## src/hdl/gt_bringup_pkg.sv

```systemverilog
package gt_bringup_pkg;

	// transceiver data path
	typedef logic [31:0] word32_t; // one 4-byte tx word
	typedef logic [3:0]  charisk_t; // k-char flag per byte

	// status coming back from the transceiver and clocking
	typedef struct packed {
		logic mmcm_locked; // system clock mmcm
		logic qpll_lock; // quad pll
		logic qpll_refclk_lost;
		logic cpll_lock; // channel pll
		logic cpll_fbclk_lost;
		logic cpll_refclk_lost;
		logic tx_reset_done;
		logic rx_reset_done;
		logic byte_aligned; // rx comma alignment reached
	} gt_status_t;

	// reset lines toward the transceiver
	typedef struct packed {
		logic pll_reset; // qpll and cpll
		logic txrx_reset; // gttx, gtrx and rx pma
	} gt_ctrl_t;

	// one reset stage of the bring-up chain
	typedef enum logic [1:0] {
		STAGE_IDLE,
		STAGE_WAIT_READY,
		STAGE_RESET,
		STAGE_WAIT_DONE
	} stage_state_t;

	// K28.5 in the low byte, rest zero
	localparam word32_t  COMMA_WORD = 32'h0000_00bc;
	localparam charisk_t COMMA_K    = 4'b0001; // byte 0 is a control char

endpackage

```

## src/hdl/gt_bringup_top.sv

```systemverilog
`timescale 1ns/1ps

module gt_bringup_top
	import gt_bringup_pkg::*;
#(
	parameter int POR_DELAY = 100, // power-on pulse delay after rst_n
	parameter int RESET_LEN = 10 // per-stage reset pulse length
) (
	input  logic       clk200,
	input  logic       rst_n,
	input  logic       soft_reset, // one-cycle strobe
	input  logic       sfp_los, // async level from optical module
	input  gt_status_t gt_status,
	input  word32_t    tx_payload,
	output gt_ctrl_t   gt_ctrl,
	output word32_t    tx_data,
	output charisk_t   tx_charisk,
	output logic       link_up
);

	logic hw_reset; // merged reset request pulse
	logic align_window;

	reset_request #(.POR_DELAY(POR_DELAY)) u_reset_request (
		.clk200     (clk200),
		.rst_n      (rst_n),
		.soft_reset (soft_reset),
		.sfp_los    (sfp_los),
		.hw_reset   (hw_reset)
	);

	gt_reset_chain #(.RESET_LEN(RESET_LEN)) u_reset_chain (
		.clk200       (clk200),
		.rst_n        (rst_n),
		.hw_reset     (hw_reset),
		.gt_status    (gt_status),
		.gt_ctrl      (gt_ctrl),
		.align_window (align_window),
		.link_up      (link_up)
	);

	tx_word_mux u_tx_word_mux (
		.clk200       (clk200),
		.rst_n        (rst_n),
		.byte_aligned (gt_status.byte_aligned), // straight from the transceiver
		.align_window (align_window),
		.tx_payload   (tx_payload),
		.tx_data      (tx_data),
		.tx_charisk   (tx_charisk)
	);

endmodule

```

## src/hdl/gt_reset_chain.sv

```systemverilog
`timescale 1ns/1ps

module gt_reset_chain
	import gt_bringup_pkg::*;
#(
	parameter int RESET_LEN = 10 // pulse length for every stage
) (
	input  logic       clk200,
	input  logic       rst_n,
	input  logic       hw_reset, // one-cycle request, kicks off the chain
	input  gt_status_t gt_status,
	output gt_ctrl_t   gt_ctrl,
	output logic       align_window, // tx may send payload while high
	output logic       link_up
);

	logic plls_ready; // all plls locked and no clock lost
	logic chan_done_raw; // tx and rx reset done with plls good
	logic txrx_done; // same, gated by the delayed second-pass flag
	logic second_pass;
	logic second_pass_d;
	logic pll_rst;
	logic pll_done;
	logic chan_rst0;
	logic chan_rst1;
	logic chan_done0;
	logic chan_done1;
	logic align_done;

	assign plls_ready = &{gt_status.mmcm_locked, gt_status.qpll_lock, ~gt_status.qpll_refclk_lost,
		gt_status.cpll_lock, ~gt_status.cpll_fbclk_lost, ~gt_status.cpll_refclk_lost};
	assign chan_done_raw = gt_status.tx_reset_done & gt_status.rx_reset_done & plls_ready;
	assign txrx_done = chan_done_raw & second_pass_d;

	// second channel reset only after the channel came up once
	always_ff @(posedge clk200) begin
		if (!rst_n) begin
			second_pass   <= 1'b0;
			second_pass_d <= 1'b0;
		end else begin
			if (hw_reset) begin
				second_pass <= 1'b0; // new bring-up
			end else if (chan_done_raw) begin
				second_pass <= 1'b1;
			end
			second_pass_d <= second_pass;
		end
	end

	gt_reset_stage #(.RESET_LEN(RESET_LEN)) pll_stage (
		.clk200        (clk200),
		.rst_n         (rst_n),
		.start         (hw_reset),
		.ready         (gt_status.mmcm_locked),
		.done_criteria (plls_ready),
		.reset_out     (pll_rst),
		.done_strobe   (pll_done)
	);

	gt_reset_stage #(.RESET_LEN(RESET_LEN)) chan_stage0 (
		.clk200        (clk200),
		.rst_n         (rst_n),
		.start         (pll_done),
		.ready         (plls_ready),
		.done_criteria (txrx_done),
		.reset_out     (chan_rst0),
		.done_strobe   (chan_done0)
	);

	gt_reset_stage #(.RESET_LEN(RESET_LEN)) chan_stage1 (
		.clk200        (clk200),
		.rst_n         (rst_n),
		.start         (chan_done0),
		.ready         (plls_ready & second_pass), // channel must have come up once
		.done_criteria (txrx_done),
		.reset_out     (chan_rst1),
		.done_strobe   (chan_done1)
	);

	gt_reset_stage #(.RESET_LEN(RESET_LEN)) align_stage (
		.clk200        (clk200),
		.rst_n         (rst_n),
		.start         (chan_done1),
		.ready         (txrx_done),
		.done_criteria (gt_status.byte_aligned),
		.reset_out     (align_window), // reset pulse doubles as payload window
		.done_strobe   (align_done)
	);

	assign gt_ctrl = '{pll_reset: pll_rst, txrx_reset: chan_rst0 | chan_rst1};

	always_ff @(posedge clk200) begin
		if (!rst_n) begin
			link_up <= 1'b0;
		end else if (hw_reset) begin
			link_up <= 1'b0; // hw request drops the link at once
		end else if (align_done) begin
			link_up <= 1'b1;
		end
	end

endmodule

```

## src/hdl/gt_reset_stage.sv

```systemverilog
`timescale 1ns/1ps

module gt_reset_stage
	import gt_bringup_pkg::*;
#(
	parameter int RESET_LEN = 10 // cycles reset_out stays high
) (
	input  logic clk200,
	input  logic rst_n,
	input  logic start, // restarts the stage from any state
	input  logic ready, // precondition before reset is applied
	input  logic done_criteria, // completion condition after reset
	output logic reset_out,
	output logic done_strobe // one cycle at end of stage
);

	localparam int CNT_W = $clog2(RESET_LEN + 1);

	stage_state_t state;
	logic [CNT_W-1:0] pulse_cnt; // cycles spent in STAGE_RESET
	logic pulse_last;

	assign pulse_last = (pulse_cnt == CNT_W'(RESET_LEN - 1));

	always_ff @(posedge clk200) begin
		if (!rst_n) begin
			state       <= STAGE_IDLE;
			pulse_cnt   <= '0;
			done_strobe <= 1'b0;
		end else begin
			done_strobe <= 1'b0; // default low, pulses below
			if (start) begin
				state     <= STAGE_WAIT_READY; // start wins over everything
				pulse_cnt <= '0;
			end else begin
				case (state)
					STAGE_WAIT_READY: begin
						pulse_cnt <= '0;
						if (ready) begin
							state <= STAGE_RESET;
						end
					end
					STAGE_RESET: begin
						if (pulse_last) begin
							state <= STAGE_WAIT_DONE; // pulse complete
						end else begin
							pulse_cnt <= pulse_cnt + 1'b1;
						end
					end
					STAGE_WAIT_DONE: begin
						// ready may drop here, keep waiting regardless
						if (done_criteria) begin
							state       <= STAGE_IDLE;
							done_strobe <= 1'b1;
						end
					end
					default: begin
						state <= STAGE_IDLE; // idle until next start
					end
				endcase
			end
		end
	end

	assign reset_out = (state == STAGE_RESET);

endmodule

```

## src/hdl/reset_request.sv

```systemverilog
`timescale 1ns/1ps

module reset_request #(
	parameter int POR_DELAY = 100 // cycles from rst_n release to power-on pulse
) (
	input  logic clk200,
	input  logic rst_n,
	input  logic soft_reset, // one-cycle strobe
	input  logic sfp_los, // async, high while optical signal is lost
	output logic hw_reset // one-cycle merged request
);

	localparam int POR_W = $clog2(POR_DELAY + 1);

	logic [POR_W-1:0] por_cnt; // saturates at POR_DELAY
	logic por_req;
	logic los_meta; // first sync flop
	logic los_sync; // second sync flop
	logic los_sync_d; // previous synchronized sample
	logic reconnect;

	// power-on counter, stops once it reaches the end so the pulse is single
	always_ff @(posedge clk200) begin
		if (!rst_n) begin
			por_cnt <= '0;
		end else if (por_cnt != POR_W'(POR_DELAY)) begin
			por_cnt <= por_cnt + 1'b1;
		end
	end

	assign por_req = (por_cnt == POR_W'(POR_DELAY - 1)); // true for one cycle only

	always_ff @(posedge clk200) begin
		if (!rst_n) begin
			los_meta   <= 1'b0; // low so a dark fiber at start is not a reconnect
			los_sync   <= 1'b0;
			los_sync_d <= 1'b0;
		end else begin
			los_meta   <= sfp_los;
			los_sync   <= los_meta;
			los_sync_d <= los_sync;
		end
	end

	assign reconnect = ~los_sync & los_sync_d; // los went high to low

	// merge the three requests
	always_ff @(posedge clk200) begin
		if (!rst_n) begin
			hw_reset <= 1'b0;
		end else begin
			hw_reset <= por_req | soft_reset | reconnect;
		end
	end

endmodule

```

## src/hdl/tx_word_mux.sv

```systemverilog
`timescale 1ns/1ps

module tx_word_mux
	import gt_bringup_pkg::*;
(
	input  logic     clk200,
	input  logic     rst_n,
	input  logic     byte_aligned, // far end locked onto our commas
	input  logic     align_window, // from alignment stage
	input  word32_t  tx_payload,
	output word32_t  tx_data,
	output charisk_t tx_charisk
);

	logic send_payload;

	assign send_payload = byte_aligned | align_window;

	always_ff @(posedge clk200) begin
		if (!rst_n) begin
			tx_data    <= COMMA_WORD; // commas until the link aligns
			tx_charisk <= COMMA_K;
		end else if (send_payload) begin
			tx_data    <= tx_payload;
			tx_charisk <= '0; // payload is all data chars
		end else begin
			tx_data    <= COMMA_WORD;
			tx_charisk <= COMMA_K;
		end
	end

endmodule

```

## config.mk

```make
export PLATFORM = sky130hd
export DESIGN_NAME = gt_bringup_top
export DESIGN_NICKNAME = d
export VERILOG_FILES = /design/src/hdl/gt_bringup_pkg.sv /design/src/hdl/gt_bringup_top.sv /design/src/hdl/gt_reset_chain.sv /design/src/hdl/gt_reset_stage.sv /design/src/hdl/reset_request.sv /design/src/hdl/tx_word_mux.sv
export SDC_FILE = /design/constraint.sdc
export NUM_CORES = 1
export LEC_CHECK = 0
export CAP_MARGIN = 10
export CORE_ASPECT_RATIO = 1.1
export CORE_MARGIN = 10
export CORE_UTILIZATION = 35
export DETAILED_ROUTE_END_ITERATION = 10
export DONT_BUFFER_PORTS = 1
export GPL_ROUTABILITY_DRIVEN = 1
export SETUP_SLACK_MARGIN = 0.05
export SYNTH_ARGS = -nofsm -noshare
export SYNTH_HDL_FRONTEND = slang
export SYNTH_SLANG_ARGS = --single-unit
```

## constraint.sdc

```tcl
create_clock -name clk200 -period 1.85 [get_ports clk200]
set_clock_uncertainty 0.15 [all_clocks]
set_input_delay 0.185 -clock clk200 [delete_from_list [all_inputs] [get_ports clk200]]
set_output_delay 0.185 -clock clk200 [all_outputs]
set_load 0.01 [all_outputs]
```

Yosys cells after proc, flatten, opt, wreduce, memory -nomap -nowiden
Cells that the tools add are included.
- flip-flop bits (word level): 78
- input port bits: 45
- output and inout bits: 39
- word-level logic and storage cells: 152
- $add $sub $neg: 5
- eq/ne operators: 46
- multiplexer cells: 31
- bitwise operators: 18
- reduce and logical (&&, ||, !) cells: 26
- operators by type and width (cell ; number):
    $pmux 4 s2 ; 4
    $ne 2x2->1 const B ; 14
    $pmux 2 s3 ; 4
    $reduce_and 3->1 ; 8
    $mux 2 ; 11
    $ne 3x2->1 const B ; 6
    $add 4x1->4 const B ; 4
    $eq 2x2->1 const B ; 8
    $eq 4x4->1 const B ; 4
    $mux 4 ; 4
    $ne 3x3->1 const B ; 5
    $reduce_or 3->1 ; 4
    $reduce_and 2->1 ; 5
    $not 1->1 ; 9
    $eq 2x1->1 const B ; 4
    $mux 1 ; 8
    $reduce_bool 2->1 ; 4
    $reduce_or 2->1 ; 4
    $add 7x1->7 const B ; 1
    $eq 7x7->1 const B ; 1
    $ne 7x7->1 const B ; 1
    $reduce_and 6->1 ; 1
    $and 1x1->1 ; 5
    $ne 2x1->1 const B ; 2
    other kinds (2) ; 5

Logic depth before layout (Yosys ltp)
- word-level depth: 7
- gate-level depth with buffers: 6
- gate-level depth less buffers: 6

Modules after synthesis
A second synthesis with hierarchy kept.
- cell total of the unflattened synthesis: 316
- area, all modules: 3295.7 um^2
- by module, submodules not included (module ; times used ; cells each ; area an instance (um^2)):
    gt_reset_stage ; 4 ; 44 ; 427.9
    tx_word_mux ; 1 ; 76 ; 939.7
    reset_request ; 1 ; 48 ; 473.0
    gt_reset_chain ; 1 ; 16 ; 171.4

Worst setup path before layout
No wires, ideal clock.
- kind: input to register
- from: input port gt_status[3] in the netlist's numbering
- to: register u_reset_chain.chan_stage1.state[0]
- setup time: 0.115 ns
- data arrival time: 1.317 ns
- data required time: 1.585 ns
- setup slack: 0.268 ns
- stages: 4
- path buffers: 0
- cell sequence: or4b_4 o31ai_4 a31oi_1 o21a_1
- longest elaborated chain between the ends: 6
- elaborated cells on any way between the ends: 8
- classes of those cells: eq/ne (2); bitwise (4); reduce/logical (2)
- ends and longest elaborated chain (what ; RTL line ; source):
    from (decl) ; gt_bringup_top.sv:13 ; input gt_status_t gt_status,
    $not 1->1 (*) ; gt_reset_chain.sv:31 ; gt_status.cpll_lock, ~gt_status.cpll_fbclk_lost, ~gt_status.cpll_refclk_lost};
    $reduce_and 6->1 (*) ; gt_reset_chain.sv:30 ; assign plls_ready = &{gt_status.mmcm_locked, gt_status.qpll_lock, ~gt_status.qpll_refclk_lost,
    $and 1x1->1 ; gt_reset_chain.sv:32 ; assign chan_done_raw = gt_status.tx_reset_done & gt_status.rx_reset_done & plls_ready;
    $and 1x1->1 ; gt_reset_chain.sv:33 ; assign txrx_done = chan_done_raw & second_pass_d;
    $ne 3x2->1 (no line) ; - ;
    $reduce_and 3->1 (no line) (*) ; - ;
    to (signal assigned) ; gt_reset_stage.sv:27 ; state <= STAGE_IDLE;
    to (signal assigned) ; gt_reset_stage.sv:33 ; state <= STAGE_WAIT_READY;
    to (signal assigned) ; gt_reset_stage.sv:40 ; state <= STAGE_RESET;
    to (decl) ; gt_reset_stage.sv:19 ; stage_state_t state;
Every way passes the cells marked *; elsewhere a longest branch is shown, timed or not.
A chain may end at the register's enable or synchronous reset.

==> results.yml <==
logic_synthesis:
  synthMuxAreaShare: 0.0175
  syn_avg_cell_area_sq_um: 9.99
  synth_adder_area_share: 0.0874
  synth_compound_area_frac: 0.0954
  synthArstFlopShare: 0
  synthTopCellsByArea: "dfxtp_1 48%, ha_1 8.7%, and2_1 6.8%"
  synth_seq_cells: 75
  netlist_area_sq_mm: 0.00315
  yosys_warnings: 0
  synth_cells: 315
  synth-edff-count: 0
  synthSimpleGateAreaFrac: 0.247
  post-synth-top-area-cell: "dfxtp_1"
  synth_ff_type: "dfxtp_1"
  synth_top_area_share: 0.477
  ys_seq_area_frac: 0.477
  synth_xor_area_frac: 0.0390
  synth_top_family_by_area: "simple AND/OR/NAND/NOR gates"
  ys_types: 45
timing:
  tns_ps: 0
  hold_viol_final: 0
  fin_crit_sh: 0.918
  max_freq_ghz: 0.589
  max_slew.worst_pin.slew_ps: 785
  min_period_ps: 1700
  rsz0062_at_grt: "no"
  timing.final.ws_setup_ps: 152
  setup_viol_count_final: 0
  slew_viol_final: 0
  slew_headroom: 0.477
setup_path:
  worstSetupPathType: "flop to output port"
  r2r_start: "u_reset_chain.pll_stage.state[1]"
  path_cells: "inv_1 > ha_2 > or2_2"
  startpoint_type: "flop"
  cp_max_fo: 7
  required_ps: 1510
  cp_slowest_cell: "dfxtp_1"
  r2r-end: "u_reset_chain.pll_stage.state[0]"
  reg2reg_setup_slack_ps: 180
  rr_worst_depth: 6
  cp-end-kind: "output port"
  max_stage_delay_ps: 400
  cp.arrival_ps: 1360
placement:
  port_buffers: 0
  hpwlAfterDp_um: 4860
  dp_slack_ps: 186
  gp_congestion: 0.765
clock_network:
  root_buffer: "clkbuf_8"
  cts_sinks: 75
  cts_max_level: 3
  cts_tree: "built"
  clock_latency_ps: 340
  clk_path_buf_depth: 2
  cts_buffers: 9
  clk_pin_slew_worst_paths_ps: 80
pwr:
  leakagePower_nw: 1.58
  power.density_mw_per_mm2: 1100
  irDropWorstVdd_uv: 526
  finalPower_mw: 4.30
floorplanning:
  start_util: 0.357
  dieHeight_um: 119
  fp.coreArea_sq_mm: 0.00883
  rows: 36
  dieArea_sq_mm: 0.0132
  die_w_um: 110
  top_level_ports: 84
global_route:
  grt_pass1_wl_um: 11500
  grt_start_max_net_pins: 34
  grt_pass1_vias: 2376
  grt_antenna_before_repair: 0
  track_usage: 0.106
  grt-ovfl-total: 0
finish:
  num_antenna_cells: 0
  layout-drive-gt1-share: 0.0904
  finish.net_count: 428
  area_growth_pct: 24.4
worst_hold_path:
  hold_path.class: "input port to flop"
  hold_path.startpoint: "gt_status[8]"
  whs_path_depth: 3
  hold_end: "u_reset_chain.pll_stage.done_strobe"
run:
  drv_cap: 0
drt:
  routedWlPerCell_um: 14.2
  drtPass1Iterations: 4
  routed_via_density: 4.74
  drc: 0
  drtIter0Drc: 54
  routed_wl_um: 6800
  via_count: 2271
  antenna_left: 0
outcome:
  outcome: "finished, final reports clean"
-- where the power goes --
| part | internal (mW) | switching (mW) | total [mW] |
|---|---|---|---|
| Clock | 0.893 | 0.598 | 1.49 |
| Sequential | 1.78 | 0.169 | 1.95 |
| Combinational | 0.420 | 0.436 | 0.856 |
-- registers in the layout, indices dropped and copies added (netlist names) --
register / count
u_reset_request.los_sync: 1
u_reset_chain.pll_stage.state: 2
u_reset_chain.align_stage.pulse_cnt: 4
u_reset_request.hw_reset: 1
u_reset_chain.align_stage.done_strobe: 1
u_reset_chain.chan_stage1.pulse_cnt: 4
u_reset_request.por_cnt: 7
u_reset_chain.second_pass_d: 1
u_reset_chain.pll_stage.pulse_cnt: 4
u_reset_chain.chan_stage0.pulse_cnt: 4
u_reset_chain.chan_stage1.done_strobe: 1
u_reset_request.los_sync_d: 1
u_reset_chain.link_up: 1
u_reset_chain.chan_stage0.done_strobe: 1
u_reset_chain.second_pass: 1
u_reset_chain.chan_stage1.state: 2
u_reset_chain.align_stage.state: 2
u_reset_request.los_meta: 1
u_reset_chain.pll_stage.done_strobe: 1
u_tx_word_mux.tx_charisk: 1
u_tx_word_mux.tx_data: 32
u_reset_chain.chan_stage0.state: 2
-- cell type report --
class	instances	area, sq um
clock buffers	9	124
clock inverters	6	115
fillers	816	4910
inverters	16	60.1
multi-input cells	216	1550
flip-flops and latches	75	1500
well taps	114	143
repair buffers	43	428
-- cells by family after synthesis --
family          count (synthesis)
compound gates                 37
xor+xnor                       14
fa+ha+maj                      22
buf+inv                        26
flops                          75
mux                             5
other cells                     1
simple gates                  135
-- through the flow --
step | cells | hold slack (ps) | area, sq um | utilization
final | 479 | 65.2 | 3920 | 0.444
after global routing | 479 | 64.1 | 3920 | 0.444
after CTS | 479 | 45.9 | 3910 | 0.443
after detailed placement | 423 | 147 | 3260 | 0.369
after global placement | 423 | 141 | 3260 | 0.369
after floorplan | 317 | 136 | 3160 | -
-- cell usage after synthesis, types with 2 or more instances --
master / count
dfxtp_1: 75
and2_1: 34
nor2_1: 24
ha_1: 22
inv_1: 16
and3_1: 14
nand2b_1: 14
nand2_1: 13
a21oi_1: 10
nand3_1: 10
xnor2_1: 10
nor2b_1: 9
o21a_1: 7
clkbuf_1: 6
buf_4: 4
mux2_2: 4
nand3b_1: 4
xor2_1: 4
a31oi_1: 3
nor3b_1: 3
o31ai_4: 3
o21ai_0: 2
o311a_1: 2
-- timing repair --
action,in CTS,in global routing
hold buffers,41,0
gates resized for setup,1,2
endpoints found under the hold margin,70,0
setup endpoints to repair,1,2
buffers inserted,0,0
-- cell usage in the layout, fill, tap and decap left out, drive strengths merged, types with 7 or more instances in the layout --
master,Yosys,routed
nor2,24,24
and2,34,34
and3,14,14
nand2,13,13
dlygate4sd3,0,40
nand2b,14,14
o21a,7,7
clkbuf,6,9
nand3,11,11
nor2b,9,9
xnor2,10,10
inv,16,16
a21oi,10,10
ha,22,22
dfxtp,75,75
-- layer usage --
| layer | global-route usage | part of all wire |
|---|---|---|
| met1 | 0.112 | 0.42 |
| met2 | 0.160 | 0.43 |
| met3 | 0.0703 | 0.13 |
| met4 | 0.0489 | 0.017 |
| met5 | 0 | 0 |
-- critical path, delay by kind of cell, from the launching register on --
family                   cells  cell delay, ps
adder cells (fa/ha/maj)      1             240
buffers and inverters        1              70
flip-flops                   1             400
AND/OR/NAND/NOR              1             330
-- worst max path at each step --
| stage | end | slack, ps | start | cells after the start |
|---|---|---|---|---|
| 2_1_floorplan | u_reset_chain.chan_stage1.state[0] | 270 | gt_status[3] | 4 |
| 3_3_place_gp | u_reset_chain.chan_stage1.state[0] | 220 | gt_status[3] | 4 |
| 3_5_place_dp | u_reset_chain.pll_stage.state[0] | 190 | u_reset_chain.pll_stage.state[1] | 6 |
| 4_1_cts | gt_ctrl[0] | 50 | u_reset_chain.chan_stage1.state[0] | 3 |
| 5_1_grt | u_reset_chain.pll_stage.state[0] | 60 | u_reset_chain.pll_stage.state[1] | 6 |
| 6_report | gt_ctrl[0] | 150 | u_reset_chain.chan_stage0.state[0] | 3 |
(Power assumes the default switching activity.)
